$ cat src/design/chnbuf_pkg.sv
// shared definitions for the channel buffer fan-out
// geometry localparams: channels, pages per channel, words per page
// width typedefs for tags, data words, page and word indices
// packed structs for the controller write bus, per-channel write path,
// and the read request / response pair
`default_nettype none

package chnbuf_pkg;

    // buffer geometry
    localparam int chn_count  = 4;   // channels served by the fan-out
    localparam int page_count = 4;   // pages in each channel buffer
    localparam int page_words = 32;  // 64-bit words in one page

    typedef logic [3:0]  chn_t;   // channel tag as sent by the controller
    typedef logic [63:0] data_t;  // one data word
    typedef logic [1:0]  page_t;  // page index inside a channel buffer
    typedef logic [4:0]  word_t;  // word address inside a page

    // shared controller bus, 70 bits
    // wchn leads wr by one clock and holds while wr is high
    typedef struct packed {
        logic  wr;         // write strobe
        logic  wpage_nxt;  // page advance pulse, paired with wchn of the same cycle
        chn_t  wchn;       // target channel
        data_t wdata;      // valid together with wr
    } ext_wr_t;

    // one channel's write path after the register stage, 66 bits
    typedef struct packed {
        logic  wr;
        logic  wpage_nxt;
        data_t wdata;
    } chn_wr_t;

    // read request from the consumer, 12 bits
    typedef struct packed {
        logic  rd;    // one-cycle strobe
        chn_t  chn;   // tags of chn_count and up read back as zero
        page_t page;
        word_t word;
    } rd_req_t;

    // read response, 65 bits
    typedef struct packed {
        logic  valid;  // one cycle per request
        data_t data;
    } rd_rsp_t;

endpackage

`default_nettype wire
$ cat src/design/chnbuf_reader.sv
// result stage: shared registered read port
// selects the addressed channel among all buffer read words
// valid follows every request for exactly one cycle
`default_nettype none

module chnbuf_reader (
    input  wire                 rst,     // clock
    input  wire                 clk,     // async reset, active low
    input  chnbuf_pkg::rd_req_t rd_req,  // page/word go straight to the buffers
    input  chnbuf_pkg::data_t [chnbuf_pkg::chn_count-1:0] buf_data,  // one per channel
    output chnbuf_pkg::rd_rsp_t rd_rsp
);

    chnbuf_pkg::data_t sel_data;  // word of the requested channel
    chnbuf_pkg::data_t data_q;    // registered response word
    logic              valid_q;   // registered response strobe

    // channel mux, tags past the last channel fall through to zero
    always_comb begin
        sel_data = '0;
        for (int i = 0; i < chnbuf_pkg::chn_count; i++) begin
            if (rd_req.chn == chnbuf_pkg::chn_t'(i)) begin
                sel_data = buf_data[i];
            end
        end
    end

    // valid is the request strobe one clock later
    // a back-to-back request gives back-to-back single-cycle valids
    always_ff @(posedge rst or negedge clk) begin
        if (!clk) begin
            valid_q <= 1'b0;
        end else begin
            valid_q <= rd_req.rd;
        end
    end

    // response word only loads on a request
    always_ff @(posedge rst) begin
        if (rd_req.rd) begin
            data_q <= sel_data;
        end
    end

    assign rd_rsp = '{
        valid: valid_q,
        data:  data_q
    };

endmodule

`default_nettype wire

$ cat config.mk
export PLATFORM = sky130hd
export DESIGN_NAME = chnbuf_reader
export DESIGN_NICKNAME = d
export VERILOG_FILES = /design/src/design/chnbuf_pkg.sv /design/src/design/chnbuf_reader.sv
export SDC_FILE = /design/constraint.sdc
export NUM_CORES = 1
export LEC_CHECK = 0
export ABC_AREA = 1
export BUFFER_PORTS_ARGS = -buffer_cell sky130_fd_sc_hd__buf_4
export CAP_MARGIN = 15
export CORE_AREA = 2 2 130 132
export DETAILED_ROUTE_END_ITERATION = 8
export DIE_AREA = 0 0 132 134
export PLACE_DENSITY = 0.65
export REMOVE_ABC_BUFFERS = 1
export SYNTH_ARGS = -nofsm -noshare
export SYNTH_HDL_FRONTEND = slang
export SYNTH_SLANG_ARGS = --single-unit
$ cat constraint.sdc
create_clock -name rst -period 0.8 [get_ports rst]
set_input_delay 0.08 -clock rst [delete_from_list [all_inputs] [get_ports rst]]
set_output_delay 0.08 -clock rst [all_outputs]
set_load 0.005 [all_outputs]
==> reports/metrics.cfg <==
[run]
maxCapViolCount=0

[timing]
setup-violations-final=65
max_slew.worst_pin.slew_ns=0.260
final-hold-violation-count=0
rsz0062_at_grt=true
setup_slack_ns=-0.196
relSlewSlack_pct=82.6
finalCriticalPeriod_ns=0.996
maxSlewViolCount=0
finalCritPeriodShare_pct=125
hold_ws_ns=0.0538
fmax_mhz=1000

[worst_setup_path]
critPathTopFamily=flip-flops
cpMaxStageDelayCell=edfxtp_1
crit_cells=1
cp_slowest_stage_delay_ns=0.44
critical_path_class=reg2out
crit_buf_inv=1
end_kind=primary output
crit_required_ns=0.72
critical_path_arrival_ns=0.92
cp_cell_sequence=buf_6
worst_setup_path_start_kind=register
worstPathMaxFanout=1

[global_routing]
grt_use_total_pct=18.1
grt_pass1_wl_mm=25.1
grt_pass1_vias=4874
grt-ovfl-total=0
grt_max_degree=41
antenna_found_initial=0

[logic_synthesis]
synthMostInstantiatedCell=nand3_1
synth.area.mux_share_pct=0
synth_common_cells=nand3_1 (256), edfxtp_1 (64), nand4_1 (64)
async_reset_ff_share_pct=1.54
ys_seq_elements=65
synth_edf_count=64
synth-compound-area-share_pct=0
synth_top_cell_by_area=edfxtp_1
synthAdderAreaFrac_pct=0
yosys.area_share.simple_pct=42.5
synth_top_area_share_pct=47.3
yosysUniqueCellTypes=12
yosysSeqAreaShare_pct=48.0
ys.flop_type=edfxtp_1
synth_warnings=0
synth_xor_area_share_pct=0
synth_cells=446
syn_area_um2=4060
synth.area.top_cells=edfxtp_1 (47%), nand3_1 (32%), nand4_1 (9.9%), buf_6 (5.0%), buf_2 (3.1%)
synth_top_family_by_area=simple AND/OR/NAND/NOR gates
synth_area_per_cell_um2=9.10

[pwr]
p_leak_nw=3.21
p_clk_share_pct=35.5
intPower_mw=8.04
seq_power_share_pct=39.3
comb_power_share_pct=25.2
p_per_area_nw_per_um2=1420
switching_share_pct=24.1
p_sw_mw=2.56
peakVddDrop_v=0.000890
finalPower_mw=10.6

[routing]
drc=0
routed_wl_mm=17.0
ant_nets=0
first_iter_violations=273
wl_per_cell_um=16.9
routed_via_density=5.03
via_count=5082
drt_first_pass_iters=5

[hold_path]
hp-class=in2reg
hold_depth=3

[floorplanning]
core-area_um2=16300
die-area_um2=17700
die_h_um=134
initial_core_util_pct=24.9
rows=47
die_w_um=132
io_pins=335

[final_layout]
antennaDiodeCount=0
nFillCells=1638
nets=1055
area_growth_pct=84.1
drive_above_1_share_pct=50.8

[cts]
clk_pin_slew_worst_paths_ns=0.06
tritoncts=built
htree_levels=3
cts.root.buffer_cell=clkbuf_16
cts_made_buffers=9
cts_buffer_depth=2
cts.sinks=65

[run_status]
outcome=complete, but fails checks
failed_checks=setup timing

[place]
portBuffers=327
globalplace.congestion=0.843
place.detailed.hpwl_mm=12.9

## placed cells by master (no fill, tap or decap)
master and count:
inv_6 1, nand3_1 255, nor2_4 4, dfrtp_1 1, clkbuf_1 4, clkbuf_8 3, buf_12 10, buf_6 31
buf_4 333, dlygate4sd3_1 1, nand4_1 64, inv_2 2, nand2_2 1, edfxtp_1 64, clkbuf_16 12, nand3_2 1
buf_16 3
## power by group through the flow
| stage | Clock, mW | Combinational [mW] | Sequential (mW) |
|---|---|---|---|
| global route | 3.98 | 2.85 | 4.20 |
| CTS | 3.89 | 2.55 | 4.15 |
| global placement | 0 | 2.52 | 4.21 |
| finish | 3.76 | 2.67 | 4.17 |
| detailed placement | 0 | 2.53 | 4.21 |
| floorplan | 0 | 0.495 | 4.24 |
## cells by family after synthesis
kind of cell           Yosys count
buffers and inverters           56
DFF                             65
and+or+nand+nor                325
## registers in the layout, summed over array words and instances (netlist names)
signal,flops
data_q,64
valid_q,1
## worst paths after layout
check	startpoint	end	slack, ns
hold / removal	buf_data[76]	data_q[12]	0.05
max in group asynchronous	clk	valid_q	0.64
min in group asynchronous	clk	valid_q	0.08
setup / recovery	data_q[35]	rd_rsp[35]	-0.20
## timing repair
action	4_1_cts	5_1_grt
setup buffers	0	1
setup endpoints to repair	86	98
cloned	0	3
hold endpoints to repair	1	0
gates resized for setup	8	30
hold buffers	1	0
## layer usage
layer | track usage, % | part of all wire, % | up-vias
met1 | 20.3 | 38 | 2357
met4 | 7.67 | 2.7 | 0
met3 | 4.61 | 8.2 | 33
met2 | 32.5 | 51 | 267
li1 | - | - | 2425
met5 | 0 | 0 | -
## stage by stage
step / worst slack [ns] / instance area (um^2) / TNS, ns / util (%) / instances
after floorplan: -4.59 / 3680 / -293.83 / - / 393
after global placement: -0.389 / 6950 / -21.14 / 42.7 / 989
after detailed placement: -0.395 / 6950 / -21.26 / 42.7 / 989
after CTS: -0.229 / 7270 / -9.23 / 44.6 / 1006
after global routing: -0.225 / 7470 / -9.86 / 45.9 / 1010
final: -0.196 / 7470 / -7.60 / 45.9 / 1010
## area by class of cell
cell class | count | area [um^2] | share of cell area (%)
multi-input cells | 325 | 1740 | 23.3
flip-flops and latches | 65 | 1950 | 26.0
well taps | 220 | 275 | 3.68
repair buffers | 381 | 3220 | 43.0
clock buffers | 16 | 282 | 3.77
inverters | 3 | 16.3 | 0.218
No activity file was read; power rests on OpenSTA's default activity.
