===== src/design/chnbuf_pkg.sv =====
// shared definitions for the channel buffer fan-out
// geometry localparams: channels, pages per channel, words per page
// width typedefs for tags, data words, page and word indices
// packed structs for the controller write bus, per-channel write path,
// and the read request / response pair
`default_nettype none

package chnbuf_pkg;

    // buffer geometry
    localparam int chn_count  = 4;   // channels served by the fan-out
    localparam int page_count = 4;   // pages in each channel buffer
    localparam int page_words = 32;  // 64-bit words in one page

    typedef logic [3:0]  chn_t;   // channel tag as sent by the controller
    typedef logic [63:0] data_t;  // one data word
    typedef logic [1:0]  page_t;  // page index inside a channel buffer
    typedef logic [4:0]  word_t;  // word address inside a page

    // shared controller bus, 70 bits
    // wchn leads wr by one clock and holds while wr is high
    typedef struct packed {
        logic  wr;         // write strobe
        logic  wpage_nxt;  // page advance pulse, paired with wchn of the same cycle
        chn_t  wchn;       // target channel
        data_t wdata;      // valid together with wr
    } ext_wr_t;

    // one channel's write path after the register stage, 66 bits
    typedef struct packed {
        logic  wr;
        logic  wpage_nxt;
        data_t wdata;
    } chn_wr_t;

    // read request from the consumer, 12 bits
    typedef struct packed {
        logic  rd;    // one-cycle strobe
        chn_t  chn;   // tags of chn_count and up read back as zero
        page_t page;
        word_t word;
    } rd_req_t;

    // read response, 65 bits
    typedef struct packed {
        logic  valid;  // one cycle per request
        data_t data;
    } rd_rsp_t;

endpackage

`default_nettype wire

===== src/design/chnbuf_reg.sv =====
// decode stage for one channel
// picks the words of its own channel off the shared controller bus
// and re-times strobe, page pulse and data on the falling clock edge
`default_nettype none

module chnbuf_reg #(
    parameter chnbuf_pkg::chn_t chn_num = '0  // channel this stage answers to
) (
    input  wire                 rst,     // clock
    input  wire                 clk,     // async reset, active low
    input  chnbuf_pkg::ext_wr_t ext_wr,  // shared controller bus
    output chnbuf_pkg::chn_wr_t chn_wr   // falling-edge write path for the buffer
);

    logic              chn_sel;   // tag matched on the previous falling edge
    logic              wr_q;      // qualified write strobe
    logic              nxt_q;     // qualified page advance
    chnbuf_pkg::data_t wdata_q;   // held write word
    logic              tag_hit;   // tag on the bus is ours this cycle

    assign tag_hit = (ext_wr.wchn == chn_num);

    // control path
    // the tag runs one clock ahead of wr, so the match is kept
    // for a cycle and then gates the strobe
    always_ff @(negedge rst or negedge clk) begin
        if (!clk) begin
            chn_sel <= 1'b0;
            wr_q    <= 1'b0;
            nxt_q   <= 1'b0;
        end else begin
            chn_sel <= tag_hit;                  // match of cycle n
            wr_q    <= chn_sel && ext_wr.wr;     // wr of cycle n+1
            nxt_q   <= tag_hit && ext_wr.wpage_nxt;  // same-cycle tag
        end
    end

    // data only moves when the strobe qualifies, otherwise it holds
    always_ff @(negedge rst) begin
        if (chn_sel && ext_wr.wr) begin
            wdata_q <= ext_wr.wdata;
        end
    end

    // buffer samples these on the next rising edge, half a cycle later
    assign chn_wr = '{
        wr:        wr_q,
        wpage_nxt: nxt_q,
        wdata:     wdata_q
    };

endmodule

`default_nettype wire


===== config.mk =====
export PLATFORM = sky130hd
export DESIGN_NAME = chnbuf_reg
export DESIGN_NICKNAME = d
export VERILOG_FILES = /design/src/design/chnbuf_pkg.sv /design/src/design/chnbuf_reg.sv
export SDC_FILE = /design/constraint.sdc
export NUM_CORES = 1
export LEC_CHECK = 0
export ABC_AREA = 1
export BUFFER_PORTS_ARGS = -buffer_cell sky130_fd_sc_hd__buf_4
export CAP_MARGIN = 20
export CORE_MARGIN = 2
export CORE_UTILIZATION = 44
export CTS_CLUSTER_SIZE = 28
export DETAILED_ROUTE_END_ITERATION = 8
export GPL_TIMING_DRIVEN = 0
export PLACE_DENSITY_LB_ADDON = 0.2
export SLEW_MARGIN = 30
export SYNTH_ARGS = -nofsm -noshare
export SYNTH_HDL_FRONTEND = slang
export SYNTH_SLANG_ARGS = --single-unit

===== constraint.sdc =====
create_clock -name rst -period 6.6 [get_ports rst]
set_clock_uncertainty 0.15 [all_clocks]
set_input_delay 0.33 -clock rst [delete_from_list [all_inputs] [get_ports rst]]
set_output_delay 0.33 -clock rst [all_outputs]
set_load 0.1 [all_outputs]

==> key figures, run 1 <==
Clock network
  – Clk sinks: 67
  – Cts hold-fix bufs: 0
  – Clock-pin slew on the worst setup and hold paths: 50 ps
  – Htree depth: 3
  – CTS tree: built
  – Root Buffer: clkbuf_8
  – Post_cts resized: 0
  – Setup bufs post-CTS: 0
  – CTS buffer count: 9
  – Max Root-Sink Buffers: 2
  – Clk Latency, worst-skew pair: 320 ps

Place
  – Dpl hpwl: 3330 um
  – Placer Congestion: 0.666
  – Placed inst area: 3160 sq um
  – Port Buffers: 137

STA
  – Worst Tran Pin Value: 292 ps
  – Max-slew violations: 0
  – Setup tns final: 0 ps
  – Final setup vio count: 0
  – Final Hold Vio Count: 0
  – Slew HR: 80.7%
  – Unrepaired setup endpoints after global routing: false

Routing
  – Routed WL per cell: 14.4 um
  – Vias per inst: 4.36
  – Detailed Route WL: 4980 um
  – DRC: 0
  – ANT nets after route: 0
  – DR vias: 1510
  – Pre-Repair DR Iteration Count: 4
  – DRT iter0 DRCs: 53

Global routing
  – First-pass GRT wire length: 7310 um
  – Antenna violations before repair: 0
  – Number of global-route vias before repair: 1724
  – Largest net degree at the start of global routing: 50
  – Total gr overflow: 0
  – Overall Global Routing Usage: 19.8%

Worst setup path
  – Crit-path max FO: 1
  – Setup CP Type: flip-flop to output port
  – Crit path DAT: 4380 ps
  – Startpoint Class: flip-flop
  – CP endpoint kind: output port
  – CP Data Required Time: 6120 ps

Synthesis
  – Most area-consuming cells after synthesis: edfxtp_1, dfrtn_1, buf_4, inv_1, nand2_1
  – Synth Cell Area: 2050 sq um
  – Syn avg cell area: 26.3 sq um
  – Yosys top cell area share: 93.8%
  – YS warnings: 0
  – Register bit total from synthesis: 67
  – Top cell type by total area after synthesis: edfxtp_1
  – Syn Nets: 150
  – Cells after Synth: 78
  – Synth cell types: 7
  – Sequential share of the synthesized area: 97.5%

Die
  – Die X: 72.2 um
  – Ports: 138
  – Initial Utilization: 46.4%
  – Die Area: 5220 sq um
  – Chip Height: 72.2 um
  – FP Rows: 24
  – Core area: 4410 sq um

Final layout
  – Final net count: 362
  – Final instance area: 3600 sq um
  – Ant diodes: 0
  – Post-layout util: 81.7%
  – Area grow syn2layout: 76.0%
  – Share of post-route cells with drive strength above 1: 52.7%

Flow run
  – # Max-Cap Violations: 0

Pwr
  – Logic gate share of total power: 7.0%
  – Flop pwr share: 45.5%
  – Clock power share: 47.6%
  – Switching power total: 0.000282 W
  – VDD IR-drop max: 0.000195 V
  – Leakage: 1.77 nW
  – Internal power: 0.000765 W
  – PD cells: 291 nW/um^2
  – Switching share of power: 26.9%

Status
  – Status: complete, no violations

Worst hold path
  – Min-Delay Path Class: flip-flop to flip-flop
-- state kept, by name, indices dropped and copies added (netlist names) --
| name | flops |
|---|---|
| wdata_q | 64 |
| wr_q | 1 |
| chn_sel | 1 |
| nxt_q | 1 |
-- routing by layer --
| layer | up-vias | global-route usage (%) | wire [um] |
|---|---|---|---|
| met5 | - | 0 | 0 |
| met4 | 0 | 14.0 | 105 |
| met3 | 13 | 12.5 | 633 |
| met2 | 104 | 35.5 | 2840 |
| met1 | 674 | 14.4 | 1410 |
| li1 | 719 | - | - |
-- cell type report --
class | count | area [sq um]
Clock inverter | 70 | 320
Tap cell | 52 | 65.1
Inverter | 3 | 13.8
Fill cell | 236 | 810
Timing Repair Buffer | 138 | 1050
Sequential cell | 67 | 2000
Multi-Input combinational cell | 5 | 21.3
Buffer | 2 | 15.0
Clock buffer | 9 | 124
-- worst paths after layout --
check                              endpoint  slack, ps  startpoint  cells past startpoint
worst min-delay path                   wr_q        450     chn_sel                      2
worst max register to register  wdata_q[15]       5220     chn_sel                      3
min in group asynchronous             nxt_q       2820         clk                      1
worst max-delay path             chn_wr[64]       1740       nxt_q                      2
max in group asynchronous           chn_sel       3350         clk                      1
worst min register to register         wr_q        450     chn_sel                      2
-- power by group through the flow --
| stage | clock [W] | sequential [W] | combinational, W |
|---|---|---|---|
| after floorplan | 0.0000587 | 0.000511 | 0.00000419 |
| after global placement | 0.0000587 | 0.000482 | 0.0000704 |
| after detailed placement | 0.0000587 | 0.000482 | 0.0000729 |
| after CTS | 0.000520 | 0.000476 | 0.0000735 |
| after global routing | 0.000565 | 0.000475 | 0.0000761 |
| final | 0.000498 | 0.000476 | 0.0000730 |
-- synth_stat cells --
| cell | instances |
|---|---|
| edfxtp_1 | 64 |
| inv_1 | 4 |
| dfrtn_1 | 3 |
| buf_4 | 2 |
| nand2_1 | 2 |
| nor2_1 | 2 |
| nor2_2 | 1 |
-- metrics by stage --
| step | cells | hold slack, ps | setup slack, ps | total power (W) |
|---|---|---|---|---|
| floorplan | 78 | 1290 | 1110 | 0.000573 |
| global placement | 267 | 1530 | 712 | 0.000611 |
| detailed placement | 268 | 449 | 1840 | 0.000613 |
| CTS | 346 | 458 | 1720 | 0.00107 |
| global route | 346 | 507 | 1700 | 0.00112 |
| finish | 346 | 450 | 1740 | 0.00105 |
-- critical path, stage by stage (launching register included) --
cell and delay (ps):
dfrtn_1 390, buf_4 90, buf_4 270
-- logic make-up (layout without fill, tap and decap cells) --
kind of cell | count (synthesis) | count (layout) | synth area share (%)
flip-flops | 67 | 67 | 97.5
buffers and inverters | 6 | 222 | 1.47
AND/OR/NAND/NOR | 5 | 5 | 1.04
-- placed cells by master (no fill, tap or decap) --
| cell type | n |
|---|---|
| buf_12 | 1 |
| nand2_1 | 2 |
| inv_1 | 68 |
| dfrtn_1 | 3 |
| buf_4 | 139 |
| edfxtp_1 | 64 |
| clkinvlp_2 | 1 |
| clkinvlp_4 | 1 |
| bufinv_16 | 2 |
| nor2_2 | 1 |
| clkbuf_8 | 9 |
| inv_4 | 1 |
| nor2_1 | 2 |
(Power assumes the default switching activity.)
==> run 2: changes to the inputs <==
--- a/config.mk
+++ b/config.mk
@@ -9,7 +9,7 @@
 export BUFFER_PORTS_ARGS = -buffer_cell sky130_fd_sc_hd__buf_4
 export CAP_MARGIN = 20
 export CORE_MARGIN = 2
-export CORE_UTILIZATION = 44
+export CORE_UTILIZATION = 40
 export CTS_CLUSTER_SIZE = 28
 export DETAILED_ROUTE_END_ITERATION = 8
 export GPL_TIMING_DRIVEN = 0
==> constraint.sdc (replaced) <==
create_clock -name rst -period 4.74 [get_ports rst]
set_clock_uncertainty 0.15 [all_clocks]
set_input_delay 0.237 -clock rst [delete_from_list [all_inputs] [get_ports rst]]
set_output_delay 0.237 -clock rst [all_outputs]
set_load 0.1 [all_outputs]
==> key figures, run 2 (synthesis results as in run 1) <==
Final layout
  – Layout Cells excl Fill: 363
  – Final instance area: 3620 sq um
  – Final net count: 362
  – Commonest cells after routing, fill and taps aside: buf_4, inv_1, edfxtp_1
  – Share of post-route cells with drive strength above 1: 52.9%
  – Max reg flops: 64
  – Area grow syn2layout: 76.8%
  – Fillers: 348
  – Largest Register: wdata_q
  – Post-layout util: 72.3%
  – Most common cell after layout, fill and taps aside: buf_4
  – Ant diodes: 0

Status
  – Status: complete, no violations

Clock network
  – CTS buffer count: 9
  – Max Root-Sink Buffers: 2
  – Cts hold-fix bufs: 0
  – Setup bufs post-CTS: 0
  – Root Buffer: clkbuf_8
  – Post_cts resized: 0
  – Htree depth: 3
  – CTS tree: built
  – Clock-pin slew on the worst setup and hold paths: 50 ps
  – Clk Latency, worst-skew pair: 330 ps
  – Clk sinks: 67

Pwr
  – Total power: 0.00145 W
  – Leakage: 1.77 nW
  – VDD IR-drop max: 0.000259 V
  – PD cells: 401 nW/um^2

Flow run
  – # Max-Cap Violations: 0

Global routing
  – Overall Global Routing Usage: 16.3%
  – Largest net degree at the start of global routing: 49
  – First-pass GRT wire length: 6460 um
  – Antenna violations before repair: 0
  – Total gr overflow: 0
  – Number of global-route vias before repair: 1708

Die
  – Chip Height: 75.6 um
  – Ports: 138
  – FP Rows: 26
  – Die Area: 5710 sq um
  – Core area: 5010 sq um
  – Die X: 75.6 um
  – Initial Utilization: 40.9%

Place
  – Dpl hpwl: 3200 um
  – Placer Congestion: 0.659
  – Placed Cells: 286
  – Placed inst area: 3190 sq um
  – Port Buffers: 137

Routing
  – Pre-Repair DR Iteration Count: 4
  – DR vias: 1488
  – DRT iter0 DRCs: 61
  – DRC: 0
  – Vias per inst: 4.10
  – Detailed Route WL: 4520 um
  – Routed WL per cell: 12.5 um
  – ANT nets after route: 0

Worst setup path
  – Startpoint Class: flip-flop
  – CP endpoint kind: output port
  – Setup CP Type: flip-flop to output port
  – Crit-path max FO: 1
  – Crit path DAT: 3470 ps
  – Worst Reg-to-Reg Cells: 3
  – CP Data Required Time: 4350 ps

STA
  – Unrepaired setup endpoints after global routing: false
  – Final setup vio count: 0
  – Slew HR: 81.0%
  – Worst Tran Pin Value: 288 ps
  – Max-slew violations: 0
  – Final Hold Vio Count: 0

Worst hold path
  – Min-Delay Path Class: flip-flop to flip-flop
  – Hold-critical path depth: 2
## run 2: path summary, 6_finish.rpt
kind | from | to | slack [ps]
max reg2reg | chn_sel | wdata_q[29] | 3330
min | chn_sel | wr_q | 470
max in group asynchronous | clk | wr_q | 2520
min in group asynchronous | clk | nxt_q | 1790
min reg2reg | chn_sel | wr_q | 470
max | nxt_q | chn_wr[64] | 890
## run 2: layout make-up
cell class / instances / area [sq um] / share of cell area [%]
Buffer: 2 / 15.0 / 0.415
Clock buffer: 9 / 124 / 3.42
Clock inverter: 69 / 315 / 8.70
Inverter: 3 / 13.8 / 0.380
Multi-Input combinational cell: 5 / 21.3 / 0.587
Sequential cell: 67 / 2000 / 55.1
Tap cell: 70 / 87.6 / 2.42
Timing Repair Buffer: 138 / 1050 / 28.9
## run 2: per-stage QoR
step / setup TNS [ps] / setup WS (ps) / hold slack (ps)
finish: 0 / 886 / 466
global route: 0 / 843 / 540
CTS: 0 / 867 / 480
detailed placement: 0 / 981 / 480
global placement: -8820 / -141 / 1540
floorplan: 0 / 274 / 1290
## run 2: power breakdown
group	switching, W	internal [W]
logic	0.0000563	0.0000445
registers	0.00000161	0.000661
clock network	0.000331	0.000359
## run 2: per-layer routing
| layer | track usage [%] | up-vias | wire, um |
|---|---|---|---|
| met1 | 12.6 | 663 | 1390 |
| met2 | 25.6 | 91 | 2390 |
| met5 | 0 | - | 0 |
| met3 | 12.0 | 13 | 599 |
| li1 | - | 721 | - |
| met4 | 15.4 | 0 | 139 |
## run 2: critical path, stage by stage (launching register included)
cell     delay, ps
dfrtn_1        390
buf_4          100
buf_4          270
==> run 3: changes to the inputs <==
--- a/config.mk
+++ b/config.mk
@@ -5,11 +5,11 @@
 export SDC_FILE = /design/constraint.sdc
 export NUM_CORES = 1
 export LEC_CHECK = 0
-export ABC_AREA = 1
+export ABC_AREA = 0
 export BUFFER_PORTS_ARGS = -buffer_cell sky130_fd_sc_hd__buf_4
 export CAP_MARGIN = 20
 export CORE_MARGIN = 2
-export CORE_UTILIZATION = 40
+export CORE_UTILIZATION = 37
 export CTS_CLUSTER_SIZE = 28
 export DETAILED_ROUTE_END_ITERATION = 8
 export GPL_TIMING_DRIVEN = 0
==> constraint.sdc (replaced) <==
create_clock -name rst -period 3.09 [get_ports rst]
set_clock_uncertainty 0.15 [all_clocks]
set_input_delay 0.1545 -clock rst [delete_from_list [all_inputs] [get_ports rst]]
set_output_delay 0.1545 -clock rst [all_outputs]
set_load 0.1 [all_outputs]
==> key figures, run 3 <==
Worst setup path
  – Crit-path max FO: 1
  – Critical R2R Capture: wdata_q[46]
  – CP Data Required Time: 2790 ps
  – Crit-path max cell delay: 400 ps
  – Worst Reg-to-Reg Cells: 1
  – Setup CP Type: flip-flop to output port
  – Startpoint Class: flip-flop
  – Crit path DAT: 2630 ps
  – Most frequent CP cell: buf_4
  – Flop2flop setup slack: 1480 ps
  – Worst r2r src: chn_sel
  – CP endpoint kind: output port
  – Crit path launch: wr_q
  – Slowest cell on crit path: dfrtn_1
  – Critical Path End: chn_wr[65]
  – CP Cell Sequence: buf_4, buf_4

Routing
  – DRC: 0
  – Vias per inst: 4.12
  – DR vias: 1486
  – DRT iter0 DRCs: 41
  – Detailed Route WL: 4490 um
  – Pre-Repair DR Iteration Count: 4
  – Routed WL per cell: 12.4 um
  – ANT nets after route: 0

Clock network
  – CTS buffer count: 9
  – Max Root-Sink Buffers: 2
  – CTS tree: built
  – Setup bufs post-CTS: 0
  – Clk Latency, worst-skew pair: 320 ps
  – Post_cts resized: 0
  – Clk sinks: 67
  – Cts hold-fix bufs: 0
  – Root Buffer: clkbuf_8
  – Htree depth: 3
  – Clock-pin slew on the worst setup and hold paths: 50 ps

Pwr
  – VDD IR-drop max: 0.000354 V
  – PD cells: 576 nW/um^2
  – Leakage: 1.73 nW

Synthesis
  – Top-count cell post-synth: edfxtp_1
  – Most area-consuming cells after synthesis: edfxtp_1, dfrtn_1, buf_4, and2_1, nor4_2
  – YS warnings: 0
  – Yosys top cell area share: 94.2%
  – Top cell type by total area after synthesis: edfxtp_1
  – Cells after Synth: 73
  – Syn Nets: 145
  – Async SR Flop Fraction: 4.48%
  – Top post-synthesis cells by count: edfxtp_1, dfrtn_1, and2_1, buf_4
  – Sequential share of the synthesized area: 97.9%
  – Syn avg cell area: 28.0 sq um
  – Register bit total from synthesis: 67
  – Post-synth EDFFs: 64
  – Synth Cell Area: 2040 sq um
  – Top_reg_cell synth: edfxtp_1
  – Synth cell types: 6

Final layout
  – Commonest cells after routing, fill and taps aside: buf_4, inv_1, edfxtp_1
  – Share of post-route cells with drive strength above 1: 52.9%
  – Largest Register: wdata_q
  – Final net count: 356
  – Area grow syn2layout: 74.2%
  – Final instance area: 3560 sq um
  – Post-layout util: 65.8%
  – Max reg flops: 64
  – Ant diodes: 0
  – Fillers: 437
  – Most common cell after layout, fill and taps aside: buf_4

Die
  – Die X: 78.3 um
  – Core area: 5410 sq um
  – FP Rows: 27
  – Chip Height: 78.3 um
  – Ports: 138
  – Die Area: 6130 sq um
  – Initial Utilization: 37.8%

Global routing
  – Largest net degree at the start of global routing: 66
  – Total gr overflow: 0
  – Number of global-route vias before repair: 1689
  – First-pass GRT wire length: 6840 um
  – Overall Global Routing Usage: 15.0%
  – Antenna violations before repair: 0

STA
  – Max-slew violations: 0
  – Final setup vio count: 0
  – Setup tns final: 0 ps
  – Hold slack: 773 ps
  – Unrepaired setup endpoints after global routing: false
  – Worst Tran Pin Value: 833 ps
  – Slew HR: 44.5%
  – Final Hold Vio Count: 0

Place
  – Port Buffers: 137
  – Placer Congestion: 0.648
  – Placed inst area: 3160 sq um

Status
  – Status: complete, no violations

Worst hold path
  – Min-Delay Path Class: flip-flop to flip-flop

Flow run
  – # Max-Cap Violations: 0
[run 3: cell count changes in the layout (fill, tap and decap cells not counted)]
cell,change
clkinv_2,-1
and2_1,+1
clkinvlp_2,+1
inv_4,-1
inv_1,+1
nor2_2,-1
nand2_1,-2
nor4_2,+1
clkinvlp_4,+1
buf_12,-1
nor2_1,-2
and2_4,+1
bufinv_16,-2
[run 3: per-stage QoR]
step           worst slack, ps  std cells  total power, W
3_3_place_gp               122        282         0.00130
6_report                   157        361         0.00205
3_5_place_dp              68.9        282         0.00131
5_1_grt                    127        361         0.00220
2_1_floorplan              327         73         0.00122
4_1_cts                    145        361         0.00210
[run 3: how the worst min path moves through the flow]
stage            start    to  slack [ps]  depth (start not counted)
2_1_floorplan  chn_sel  wr_q         670                          1
3_3_place_gp   chn_sel  wr_q         750                          1
3_5_place_dp   chn_sel  wr_q         800                          1
4_1_cts        chn_sel  wr_q         810                          1
5_1_grt        chn_sel  wr_q         870                          1
6_report       chn_sel  wr_q         770                          1
[run 3: kinds of logic (layout without fill, tap and decap cells)]
| kind of cell | after synthesis | in the layout | share of synthesized area [%] |
|---|---|---|---|
| buffers and inverters | 3 | 219 | 0.919 |
| DFF | 67 | 67 | 97.9 |
| and+or+nand+nor | 3 | 3 | 1.23 |
[run 3: worst max-delay path: cells and delay by family, from the launching register on]
kind                   cells  cell delay [ps]
buffers and inverters      2              370
flip-flops                 1              400
[run 3: per-layer routing]
metal	up-vias	GRT usage (%)	share of wire, %
li1	709	-	-
met1	680	12.1	33
met2	91	25.7	55
met3	6	9.08	10
met4	0	11.9	1.4
met5	-	0	0
[run 3: power breakdown]
part / total (W) / leakage, nW / switching (W) / internal [W]
registers: 0.00102 / 0.620 / 0.00000261 / 0.00101
clock network: 0.000877 / 0.432 / 0.000491 / 0.000387
logic: 0.000153 / 0.679 / 0.0000858 / 0.0000674
[run 3: final cells by class]
cell class	instances	area (sq um)	share of cell area (%)
repair buffers	137	1030	28.9
plain buffers	2	15.0	0.422
flip-flops and latches	67	2000	56.2
clock inverters	71	274	7.71
clock buffers	9	124	3.48
multi-input cells	3	27.5	0.774
well taps	72	90.1	2.53
